`config.mk`:
```
export PLATFORM = sky130hd
export DESIGN_NAME = qla_board_top
export DESIGN_NICKNAME = d
export VERILOG_FILES = /design/src/source/qla_axis_pkg.sv /design/src/source/qla_bus_pkg.sv /design/src/source/board_bus_if.sv /design/src/source/qla_board_top.sv /design/src/source/reg_read_mux.sv /design/src/source/dac_spi_ctrl.sv /design/src/source/safety_check.sv /design/src/source/cur_cmd_regs.sv /design/src/source/reg_decode.sv
export VERILOG_INCLUDE_DIRS = /design/src /design/src/source
export SDC_FILE = /design/constraint.sdc
export NUM_CORES = 1
export LEC_CHECK = 0
export ABC_CLOCK_PERIOD_IN_PS = 5300
export CORE_UTILIZATION = 30
export CTS_CLUSTER_SIZE = 12
export DETAILED_ROUTE_END_ITERATION = 6
export DONT_BUFFER_PORTS = 1
export PLACE_DENSITY_LB_ADDON = 0.25
export SETUP_SLACK_MARGIN = 0.3
export SLEW_MARGIN = 20
export SYNTH_ARGS = -nofsm -noshare
export SYNTH_HDL_FRONTEND = slang
export SYNTH_SLANG_ARGS = --single-unit
```
`constraint.sdc`:
```
create_clock -name sysclk -period 5.3 [get_ports sysclk]
set_input_delay 0.265 -clock sysclk [delete_from_list [all_inputs] [get_ports sysclk]]
set_output_delay 0.265 -clock sysclk [all_outputs]
set_load 0.05 [all_outputs]
```
`src/source/qla_defines.svh`:
```
// QLA motor-axis register core
// board-wide constants for the register map, the DAC link and the
// overcurrent check

`ifndef QLA_DEFINES_SVH
`define QLA_DEFINES_SVH

// axes on the QLA
`define QLA_NUM_CHAN        4

// ----------------------------------------------------------------------
// register map
`define QLA_ADDR_MAIN       4'h0      // addr[15:12] of board registers

`define QLA_OFF_STATUS      4'd0      // channel 0 only
`define QLA_OFF_ADC_DATA    4'd0      // channels 1-4, measured current
`define QLA_OFF_DAC_CTRL    4'd1      // channels 1-4, commanded current

// ----------------------------------------------------------------------
// DAC link, one frame is cmd nibble + axis nibble + 16 data bits
`define QLA_DAC_FRAME_BITS  24
`define QLA_DAC_CMD         4'd3      // write-and-update command

// ----------------------------------------------------------------------
// overcurrent check
`define QLA_SAFE_MARGIN     16'h0200  // added on top of 2x command
`define QLA_SAFE_COUNT      8         // consecutive cycles over limit

`endif
```
`src/source/qla_axis_pkg.sv`:
```
// QLA axis types
// current words shared by the command and the feedback path

`include "qla_defines.svh"

package qla_axis_pkg;

    // 16-bit current, offset binary around midscale
    typedef logic [15:0] cur_word_t;

    localparam cur_word_t CUR_MIDSCALE = 16'h8000;  // zero current

    // one entry per axis, 1-based like the channel field
    typedef cur_word_t cur_array_t [1:`QLA_NUM_CHAN];

endpackage

```
`src/source/qla_bus_pkg.sv`:
```
// QLA register bus types
// address fields of the host bus and the two readings of a write word

package qla_bus_pkg;

    // 16-bit register address
    typedef struct packed {
        logic [3:0] space;      // 15:12 main, hub, prom ...
        logic [3:0] rsvd;       // 11:8 unused here
        logic [3:0] chan;       // 7:4 axis, 0 = board
        logic [3:0] offset;     // 3:0 register within channel
    } reg_addr_t;

    // write to DAC offset of an axis
    typedef struct packed {
        logic [15:0] rsvd;
        logic [15:0] cmd;       // commanded current, offset binary
    } cur_cmd_view_t;

    // write to channel-0 status word
    typedef struct packed {
        logic [11:0] rsvd_hi;     // 31:20
        logic        pwr_enable;  // 19, also clears safety latch
        logic [6:0]  rsvd_mid;    // 18:12
        logic [4:1]  amp_enable;  // 11:8 axes 4..1
        logic [7:0]  rsvd_lo;     // 7:0
    } board_ctrl_view_t;

    // one write word, decoded by address
    typedef union packed {
        cur_cmd_view_t    cur_cmd;
        board_ctrl_view_t board_ctrl;
    } reg_wdata_u;

endpackage

```
`src/source/board_bus_if.sv`:
```
// decoded write bus
// strobes and payload from the decode stage to the execute stage

`timescale 1ns/10ps

interface board_bus_if;

    import qla_bus_pkg::*;

    logic       dac_wen;    // quadlet write, DAC offset of axis 1-4
    logic       dac_blk;    // block write to same, requests DAC update
    logic       ctrl_wen;   // write to channel-0 status word
    logic [3:0] chan;       // channel field of the write address
    reg_wdata_u wdata;

    modport master (
        output dac_wen, dac_blk, ctrl_wen, chan, wdata
    );

    modport slave (
        input dac_wen, dac_blk, ctrl_wen, chan, wdata
    );

endinterface

```
`src/source/qla_board_top.sv`:
```
// QLA motor-axis register core, top level
// decode -> command regs, safety check, DAC link -> read mux

`timescale 1ns/10ps

`include "qla_defines.svh"

module qla_board_top (
    input  logic                     sysclk,
    input  logic                     arst_n,
    input  logic [3:0]               board_id,     // rotary switch
    input  logic                     reg_wen,
    input  logic                     blk_wen,
    input  qla_bus_pkg::reg_addr_t   reg_waddr,
    input  logic [31:0]              reg_wdata,
    input  qla_bus_pkg::reg_addr_t   reg_raddr,
    output logic [31:0]              reg_rdata,
    input  qla_axis_pkg::cur_array_t cur_fb,       // measured current
    output logic                     dac_sclk,
    output logic                     dac_mosi,
    output logic                     dac_csel,
    output logic [`QLA_NUM_CHAN:1]   amp_disable
);

    import qla_axis_pkg::*;

    cur_array_t cur_cmd;
    logic       dac_busy;
    logic       data_ready;

    board_bus_if i_bus ();

    // ------------------------------------------------------------------
    // decode
    reg_decode i_decode (
        .sysclk    (sysclk),
        .arst_n    (arst_n),
        .reg_wen   (reg_wen),
        .blk_wen   (blk_wen),
        .reg_waddr (reg_waddr),
        .reg_wdata (reg_wdata),
        .bus       (i_bus.master)
    );

    // ------------------------------------------------------------------
    // execute
    cur_cmd_regs i_cmd (
        .sysclk     (sysclk),
        .arst_n     (arst_n),
        .bus        (i_bus.slave),
        .busy       (dac_busy),
        .data_ready (data_ready),
        .cur_cmd    (cur_cmd)
    );

    safety_check i_safe (
        .sysclk      (sysclk),
        .arst_n      (arst_n),
        .bus         (i_bus.slave),
        .cur_cmd     (cur_cmd),
        .cur_fb      (cur_fb),
        .amp_disable (amp_disable)
    );

    dac_spi_ctrl i_dac (
        .sysclk     (sysclk),
        .arst_n     (arst_n),
        .data_ready (data_ready),
        .cur_cmd    (cur_cmd),
        .busy       (dac_busy),
        .dac_sclk   (dac_sclk),
        .dac_mosi   (dac_mosi),
        .dac_csel   (dac_csel)
    );

    // ------------------------------------------------------------------
    // result
    reg_read_mux i_rmux (
        .reg_raddr   (reg_raddr),
        .board_id    (board_id),
        .busy        (dac_busy),
        .amp_disable (amp_disable),
        .cur_cmd     (cur_cmd),
        .cur_fb      (cur_fb),
        .reg_rdata   (reg_rdata)
    );

endmodule

```
`src/source/reg_read_mux.sv`:
```
// register read mux
// picks the status word, a command or a feedback value by address

`timescale 1ns/10ps

`include "qla_defines.svh"

module reg_read_mux (
    input  qla_bus_pkg::reg_addr_t   reg_raddr,
    input  logic [3:0]               board_id,
    input  logic                     busy,
    input  logic [`QLA_NUM_CHAN:1]   amp_disable,
    input  qla_axis_pkg::cur_array_t cur_cmd,
    input  qla_axis_pkg::cur_array_t cur_fb,
    output logic [31:0]              reg_rdata
);

    logic [3:0]  chan;
    logic [31:0] status_word;

    assign chan = reg_raddr.chan;

    // 27:24 board id, 11:8 safety disables, 0 DAC busy
    assign status_word = {4'd0, board_id, 12'd0, amp_disable, 7'd0, busy};

    always_comb begin
        reg_rdata = 32'd0;                       // unmapped reads as zero
        if (reg_raddr.space == `QLA_ADDR_MAIN) begin
            if (chan == 4'd0) begin
                if (reg_raddr.offset == `QLA_OFF_STATUS) reg_rdata = status_word;
            end else if (chan <= 4'(`QLA_NUM_CHAN)) begin
                if (reg_raddr.offset == `QLA_OFF_DAC_CTRL) begin
                    reg_rdata = {16'd0, cur_cmd[chan]};
                end else if (reg_raddr.offset == `QLA_OFF_ADC_DATA) begin
                    reg_rdata = {16'd0, cur_fb[chan]};    // pot half dropped
                end
            end
        end
    end

endmodule

```
`src/source/dac_spi_ctrl.sv`:
```
// DAC serial link
// snapshots the four commands on request and shifts one 24-bit frame
// per axis, axis 1 first, sclk at half the system clock

`timescale 1ns/10ps

`include "qla_defines.svh"

module dac_spi_ctrl (
    input  logic                     sysclk,
    input  logic                     arst_n,
    input  logic                     data_ready,
    input  qla_axis_pkg::cur_array_t cur_cmd,
    output logic                     busy,
    output logic                     dac_sclk,
    output logic                     dac_mosi,
    output logic                     dac_csel
);

    import qla_axis_pkg::*;

    localparam int BIT_W = $clog2(`QLA_DAC_FRAME_BITS);
    localparam int FRM_W = $clog2(`QLA_NUM_CHAN);

    typedef enum logic [1:0] {ST_IDLE, ST_LOAD, ST_SHIFT} dac_state_t;

    dac_state_t                     state;
    cur_array_t                     snap;        // commands being sent
    logic [`QLA_DAC_FRAME_BITS-1:0] shreg;
    logic [BIT_W-1:0]               bit_cnt;
    logic [FRM_W-1:0]               frame_cnt;
    logic [3:0]                     axis_num;

    assign axis_num = 4'(frame_cnt) + 4'd1;    // frames run axis 1..4

    always_ff @(posedge sysclk) begin
        if (state == ST_IDLE && data_ready) begin
            snap <= cur_cmd;
        end
    end

    // ------------------------------------------------------------------
    // frame FSM

    always_ff @(posedge sysclk or negedge arst_n) begin
        if (!arst_n) begin
            state     <= ST_IDLE;
            dac_sclk  <= 1'b0;
            shreg     <= '0;
            bit_cnt   <= '0;
            frame_cnt <= '0;
        end else begin
            case (state)
                ST_IDLE: begin
                    frame_cnt <= '0;
                    if (data_ready) state <= ST_LOAD;
                end
                ST_LOAD: begin                   // csel still high here
                    shreg    <= {`QLA_DAC_CMD, axis_num, snap[axis_num]};
                    bit_cnt  <= '0;
                    dac_sclk <= 1'b0;
                    state    <= ST_SHIFT;
                end
                ST_SHIFT: begin
                    dac_sclk <= ~dac_sclk;
                    if (dac_sclk) begin          // falling edge, next bit
                        if (bit_cnt == BIT_W'(`QLA_DAC_FRAME_BITS - 1)) begin
                            frame_cnt <= frame_cnt + 1'b1;
                            state     <= (frame_cnt == FRM_W'(`QLA_NUM_CHAN - 1))
                                         ? ST_IDLE : ST_LOAD;
                        end else begin
                            bit_cnt <= bit_cnt + 1'b1;
                            shreg   <= shreg << 1;
                        end
                    end
                end
                default: state <= ST_IDLE;
            endcase
        end
    end

    assign busy     = (state != ST_IDLE);
    assign dac_csel = (state != ST_SHIFT);     // low only inside a frame
    assign dac_mosi = shreg[`QLA_DAC_FRAME_BITS-1];   // MSB first

    // link parks with csel high and sclk low between updates
    a_csel_idle: assert property (@(posedge sysclk) disable iff (!arst_n)
        !busy |-> dac_csel && !dac_sclk)
        else $error("DAC link not parked while idle");

endmodule

```
`src/source/safety_check.sv`:
```
// per-axis overcurrent check
// compares feedback magnitude with twice the command plus a margin and
// latches an amplifier disable once the excess persists

`timescale 1ns/10ps

`include "qla_defines.svh"

module safety_check (
    input  logic                     sysclk,
    input  logic                     arst_n,
    board_bus_if.slave               bus,
    input  qla_axis_pkg::cur_array_t cur_cmd,
    input  qla_axis_pkg::cur_array_t cur_fb,
    output logic [`QLA_NUM_CHAN:1]   amp_disable
);

    import qla_axis_pkg::*;

    localparam int CNT_W = $clog2(`QLA_SAFE_COUNT + 1);

    // distance from midscale, 0x8000 at most
    function automatic logic [15:0] cur_mag(input cur_word_t v);
        return v[15] ? (v - CUR_MIDSCALE) : (CUR_MIDSCALE - v);
    endfunction

    for (genvar i = 1; i <= `QLA_NUM_CHAN; i++) begin : g_axis
        logic [17:0]      limit;     // 2*|cmd| + margin, no overflow
        logic             over;
        logic             clear;
        logic [CNT_W-1:0] run_cnt;   // consecutive cycles over limit
        logic             dis_q;

        assign limit = ({2'b00, cur_mag(cur_cmd[i])} << 1) + {2'b00, `QLA_SAFE_MARGIN};
        assign over  = ({2'b00, cur_mag(cur_fb[i])} > limit);
        assign clear = bus.ctrl_wen
                       && (bus.wdata.board_ctrl.pwr_enable || bus.wdata.board_ctrl.amp_enable[i]);

        always_ff @(posedge sysclk or negedge arst_n) begin
            if (!arst_n) begin
                run_cnt <= '0;
                dis_q   <= 1'b0;
            end else if (clear) begin
                run_cnt <= '0;               // host re-enable wins
                dis_q   <= 1'b0;
            end else if (over) begin
                if (run_cnt != CNT_W'(`QLA_SAFE_COUNT)) begin
                    run_cnt <= run_cnt + 1'b1;   // saturates at limit
                end
                if (run_cnt == CNT_W'(`QLA_SAFE_COUNT - 1)) begin
                    dis_q <= 1'b1;
                end
            end else begin
                run_cnt <= '0;               // run broken
            end
        end

        assign amp_disable[i] = dis_q;
    end

endmodule

```
`src/source/cur_cmd_regs.sv`:
```
// commanded current registers
// holds one current command per axis and asks the DAC link for an
// update after a block write, waiting while the link is busy

`timescale 1ns/10ps

`include "qla_defines.svh"

module cur_cmd_regs (
    input  logic                     sysclk,
    input  logic                     arst_n,
    board_bus_if.slave               bus,
    input  logic                     busy,        // DAC link shifting
    output logic                     data_ready,  // one-cycle update request
    output qla_axis_pkg::cur_array_t cur_cmd
);

    import qla_axis_pkg::*;

    logic pending;    // block write seen, update not yet issued
    logic issue;

    // ------------------------------------------------------------------
    // command storage

    always_ff @(posedge sysclk or negedge arst_n) begin
        if (!arst_n) begin
            for (int i = 1; i <= `QLA_NUM_CHAN; i++) begin
                cur_cmd[i] <= CUR_MIDSCALE;   // zero current
            end
        end else if (bus.dac_wen) begin
            for (int i = 1; i <= `QLA_NUM_CHAN; i++) begin
                if (bus.chan == 4'(i)) begin
                    cur_cmd[i] <= bus.wdata.cur_cmd.cmd;
                end
            end
        end
    end

    // ------------------------------------------------------------------
    // update request

    // hold off while shifting, and for the cycle the request is out
    // since busy only rises one cycle later
    assign issue = pending && !busy && !data_ready;

    always_ff @(posedge sysclk or negedge arst_n) begin
        if (!arst_n) begin
            pending    <= 1'b0;
            data_ready <= 1'b0;
        end else begin
            data_ready <= issue;
            if (bus.dac_blk) begin
                pending <= 1'b1;      // new block write, remember it
            end else if (issue) begin
                pending <= 1'b0;
            end
        end
    end

    // request only goes to an idle link
    a_req_idle: assert property (@(posedge sysclk) disable iff (!arst_n)
        data_ready |-> !busy)
        else $error("DAC update requested while link busy");

endmodule

```
`src/source/reg_decode.sv`:
```
// register write decode
// samples the host write bus once and turns space, channel and offset
// into single-cycle strobes for the DAC and the status word

`timescale 1ns/10ps

`include "qla_defines.svh"

module reg_decode (
    input  logic                   sysclk,
    input  logic                   arst_n,
    input  logic                   reg_wen,    // quadlet write strobe
    input  logic                   blk_wen,    // block write strobe
    input  qla_bus_pkg::reg_addr_t reg_waddr,
    input  logic [31:0]            reg_wdata,
    board_bus_if.master            bus
);

    logic main_space;
    logic axis_chan;
    logic addr_dac;
    logic addr_ctrl;

    // address compare, all combinational on the raw bus
    assign main_space = (reg_waddr.space == `QLA_ADDR_MAIN);
    assign axis_chan  = (reg_waddr.chan != 4'd0) && (reg_waddr.chan <= 4'(`QLA_NUM_CHAN));
    assign addr_dac   = main_space && axis_chan && (reg_waddr.offset == `QLA_OFF_DAC_CTRL);
    assign addr_ctrl  = main_space && (reg_waddr.chan == 4'd0)
                        && (reg_waddr.offset == `QLA_OFF_STATUS);

    always_ff @(posedge sysclk or negedge arst_n) begin
        if (!arst_n) begin
            bus.dac_wen  <= 1'b0;
            bus.dac_blk  <= 1'b0;
            bus.ctrl_wen <= 1'b0;
        end else begin
            bus.dac_wen  <= reg_wen & addr_dac;
            bus.dac_blk  <= blk_wen & addr_dac;   // same cycle as the data
            bus.ctrl_wen <= reg_wen & addr_ctrl;
        end
    end

    // payload, qualified by the strobes above
    always_ff @(posedge sysclk) begin
        bus.chan  <= reg_waddr.chan;
        bus.wdata <= reg_wdata;
    end

    // the two targets live at disjoint channels
    // and a block flag only rides on its own DAC write
    a_wen_excl: assert property (@(posedge sysclk) disable iff (!arst_n)
        !(bus.dac_wen && bus.ctrl_wen) && !(bus.dac_blk && !bus.dac_wen))
        else $error("write strobes overlap or block flag without DAC write");

endmodule

```
==> results.toml <==
[sta]
hold_ws_ns = 0.0909
setup_violations = 0
hold_violations = 0
rsz0062_at_grt = "no"
setup-tns-final_ns = 0
worst_slew_pin_slew_ns = 1.05
drv_slew = 0
max_slew_margin_pct = 30.1
clock_skew_ns = 0.0199
timing.fmax_ghz = 0.229
finalCritPeriodShare_pct = 82.3
min_period_ns = 4.36

[die]
start_util_pct = 30.7
dieWidth_um = 218
core_um2 = 45800
boundaryPins = 175
row_count = 78
die_area_um2 = 47700
fp.dieH_um = 218

[setup_path]
cp-start-kind = "flip-flop"
crit_path_max_fanout = 6
cp_common_cell = "ha_1"
cp-end-kind = "flip-flop"
reg2reg_from = "i_cmd.cur_cmd[48]"
worstPathRequired_ns = 5.75
reg2reg_depth = 18
r2r_end = "i_safe.g_axis[1].dis_q"
crit_type = "reg2reg"
slowest_delay_ns = 0.50
cp_slowest_cell = "or4_1"
cp.arrival_ns = 4.82
r2r_setup_slack_ns = 0.94
crit_chain = "inv_1, ha_1, nor2b_1, nand2_2, nor2_1, nor2_1, xor2_1, ha_1, nand2b_1, nor4_1, xnor2_1, ha_1, nand2_1, or4_1, a31oi_1, a211oi_1, a211o_1, o31ai_1"

[clock_tree]
clock_latency_ns = 0.56
cts-root-buf = "clkbuf_16"
numCtsBuffers = 25
cts_sinks = 208
clk_pin_slew_ns = 0.07
postCtsSetupRepairBufs = 0
cts_buffer_depth = 3
cts_tree = "done"
htreeDepth = 1
cts_hold_buf = 28
ctsResizeCount = 0

[final_layout]
stdcell_count = 2071
syn_to_final_growth_pct = 11.4
drive_gt1_share_pct = 12.2
layout_commonest_cell = "nor2_1"
n_antenna_cell = 0
final_cell_mix = "nor2_1, dfrtp_1, nand2_1"
layout.nets = 1675

[global_routing]
gr-total-overflow = 0
grt_usage_pct = 18.4
first_global_vias = 10725
grt_max_degree = 124
grt_pass1_wl_um = 67000
antenna_found_initial = 0

[placed_design]
place.gp.congestion = 0.862
dpl.cell_count = 1996
io_buffers = 0
place_hpwl_um = 32800

[yosys]
synth.cell_area_um2 = 14000
synth_cells = 1463
async_reset_ff_share_pct = 59.1
synth_edf_count = 64
yosys.area.top_type = "dfrtp_1"
ys_types = 83
avgSynthCellArea_um2 = 9.60
synth_area_leaders = "dfrtp_1, edfxtp_1, ha_1, mux2_2, xor2_1"
yosysWarnings = 0
synth_seq_area_share_pct = 38.6
synth_top_area_share_pct = 21.2
ys_ff_latch = 208
synth_top_flop_cell = "dfrtp_1"

[worst_hold_path]
min_from = "reg_waddr[14]"
hold_depth = 3
hp-class = "in2reg"
worstHoldEndpoint = "i_decode.bus.ctrl_wen"

[drt]
vias = 10929
drc = 0
final_antenna_net_count = 0
routed_wl_um = 43800
via_per_inst = 5.28
drt_iter0_drc = 646
drt_pre_antenna_iters = 6
wire_per_inst_um = 21.2

[power_and_ir_drop]
cellLeakagePower_nw = 6.30
vdd_drop_max_v = 0.000218
power_per_cell_area_nw_per_um2 = 247

[flow_run]
drv_cap = 0

[status]
status = "completed"
[power by group]
part / switching [mW] / internal (mW)
registers: 0.0424 / 1.70
clock network: 0.719 / 1.00
logic: 0.225 / 0.172
total: 0.986 / 2.87
[layer usage]
layer  track usage [%]  vias up  part of all wire (%)
li1                  -     5258                     -
met1              25.1     5325                    46
met2              30.1      291                    47
met3              2.85       55                   4.6
met4              5.22        0                   2.7
met5                 0        -                     0
[worst max-delay path: cells and delay by family, from the launching register on]
| family | cells | cell delay (ns) |
|---|---|---|
| buffers and inverters | 1 | 0.12 |
| AO/OA/AOI/OAI | 4 | 0.84 |
| AND/OR/NAND/NOR | 8 | 1.74 |
| adder cells (fa/ha/maj) | 3 | 0.72 |
| XOR/XNOR | 2 | 0.39 |
| flip-flops | 1 | 0.47 |
[area by class of cell]
type | count | area (um2)
clock buffers | 35 | 714
clock inverters | 11 | 106
fillers | 4622 | 30100
inverters | 56 | 210
multi-input cells | 1119 | 8020
flip-flops and latches | 208 | 5430
well taps | 600 | 751
repair buffers | 42 | 415
[sequential cells by signal, summed over array words and instances (netlist names), 2 cells and up]
| register | count |
|---|---|
| i_dac.frame_cnt | 2 |
| i_dac.shreg | 24 |
| i_decode.bus.chan | 4 |
| i_safe.g_axis.dis_q | 4 |
| i_safe.g_axis.run_cnt | 16 |
| i_dac.snap | 64 |
| i_cmd.cur_cmd | 64 |
| i_dac.state | 2 |
| i_decode.bus.wdata | 17 |
| i_dac.bit_cnt | 5 |
[cells in the mapped netlist, drive strengths merged (22+ instances only)]
cell type / n
inv: 56
edfxtp: 64
nor3: 45
o21ai: 74
buf: 22
xor2: 73
nor2: 133
nand2: 108
nor4: 28
and3: 23
clkbuf: 67
mux2i: 34
xnor2: 65
mux2: 82
ha: 87
a22oi: 52
dfrtp: 119
a21oi: 94
[cells by family (layout without fill, tap and decap cells)]
logic type / count (synthesis) / after routing / share of synthesized area, %
other: 1 / 12 / 0.0267
XOR/XNOR: 138 / 138 / 8.61
AO/OA/AOI/OAI: 322 / 322 / 14.8
adder cells (fa/ha/maj): 87 / 87 / 7.75
AND/OR/NAND/NOR: 441 / 441 / 15.9
multiplexers: 119 / 119 / 9.48
buffers and inverters: 147 / 144 / 4.79
flip-flops: 208 / 208 / 38.6
[stage by stage]
stage	instance area, um2	power (mW)	util (%)	worst slack [ns]
floorplan	14100	2.07	-	1.57
finish	15600	3.86	34.2	0.937
global placement	14500	2.13	31.7	1.04
detailed placement	14500	2.14	31.7	1.02
CTS	15600	3.92	34.1	0.980
global route	15600	4.03	34.2	0.574
[worst max path at each step]
| stage | slack (ns) | to | cells after the start | startpoint |
|---|---|---|---|---|
| 2_1_floorplan | 1.57 | i_safe.g_axis[1].dis_q | 17 | i_cmd.cur_cmd[52] |
| 3_3_place_gp | 1.04 | i_safe.g_axis[1].dis_q | 18 | i_cmd.cur_cmd[48] |
| 3_5_place_dp | 1.02 | i_safe.g_axis[1].dis_q | 18 | i_cmd.cur_cmd[48] |
| 4_1_cts | 0.98 | i_safe.g_axis[1].dis_q | 18 | i_cmd.cur_cmd[48] |
| 5_1_grt | 0.57 | i_safe.g_axis[1].dis_q | 14 | i_cmd.cur_cmd[50] |
| 6_report | 0.94 | i_safe.g_axis[1].dis_q | 18 | i_cmd.cur_cmd[48] |
Power figures use the tool's default switching activity.
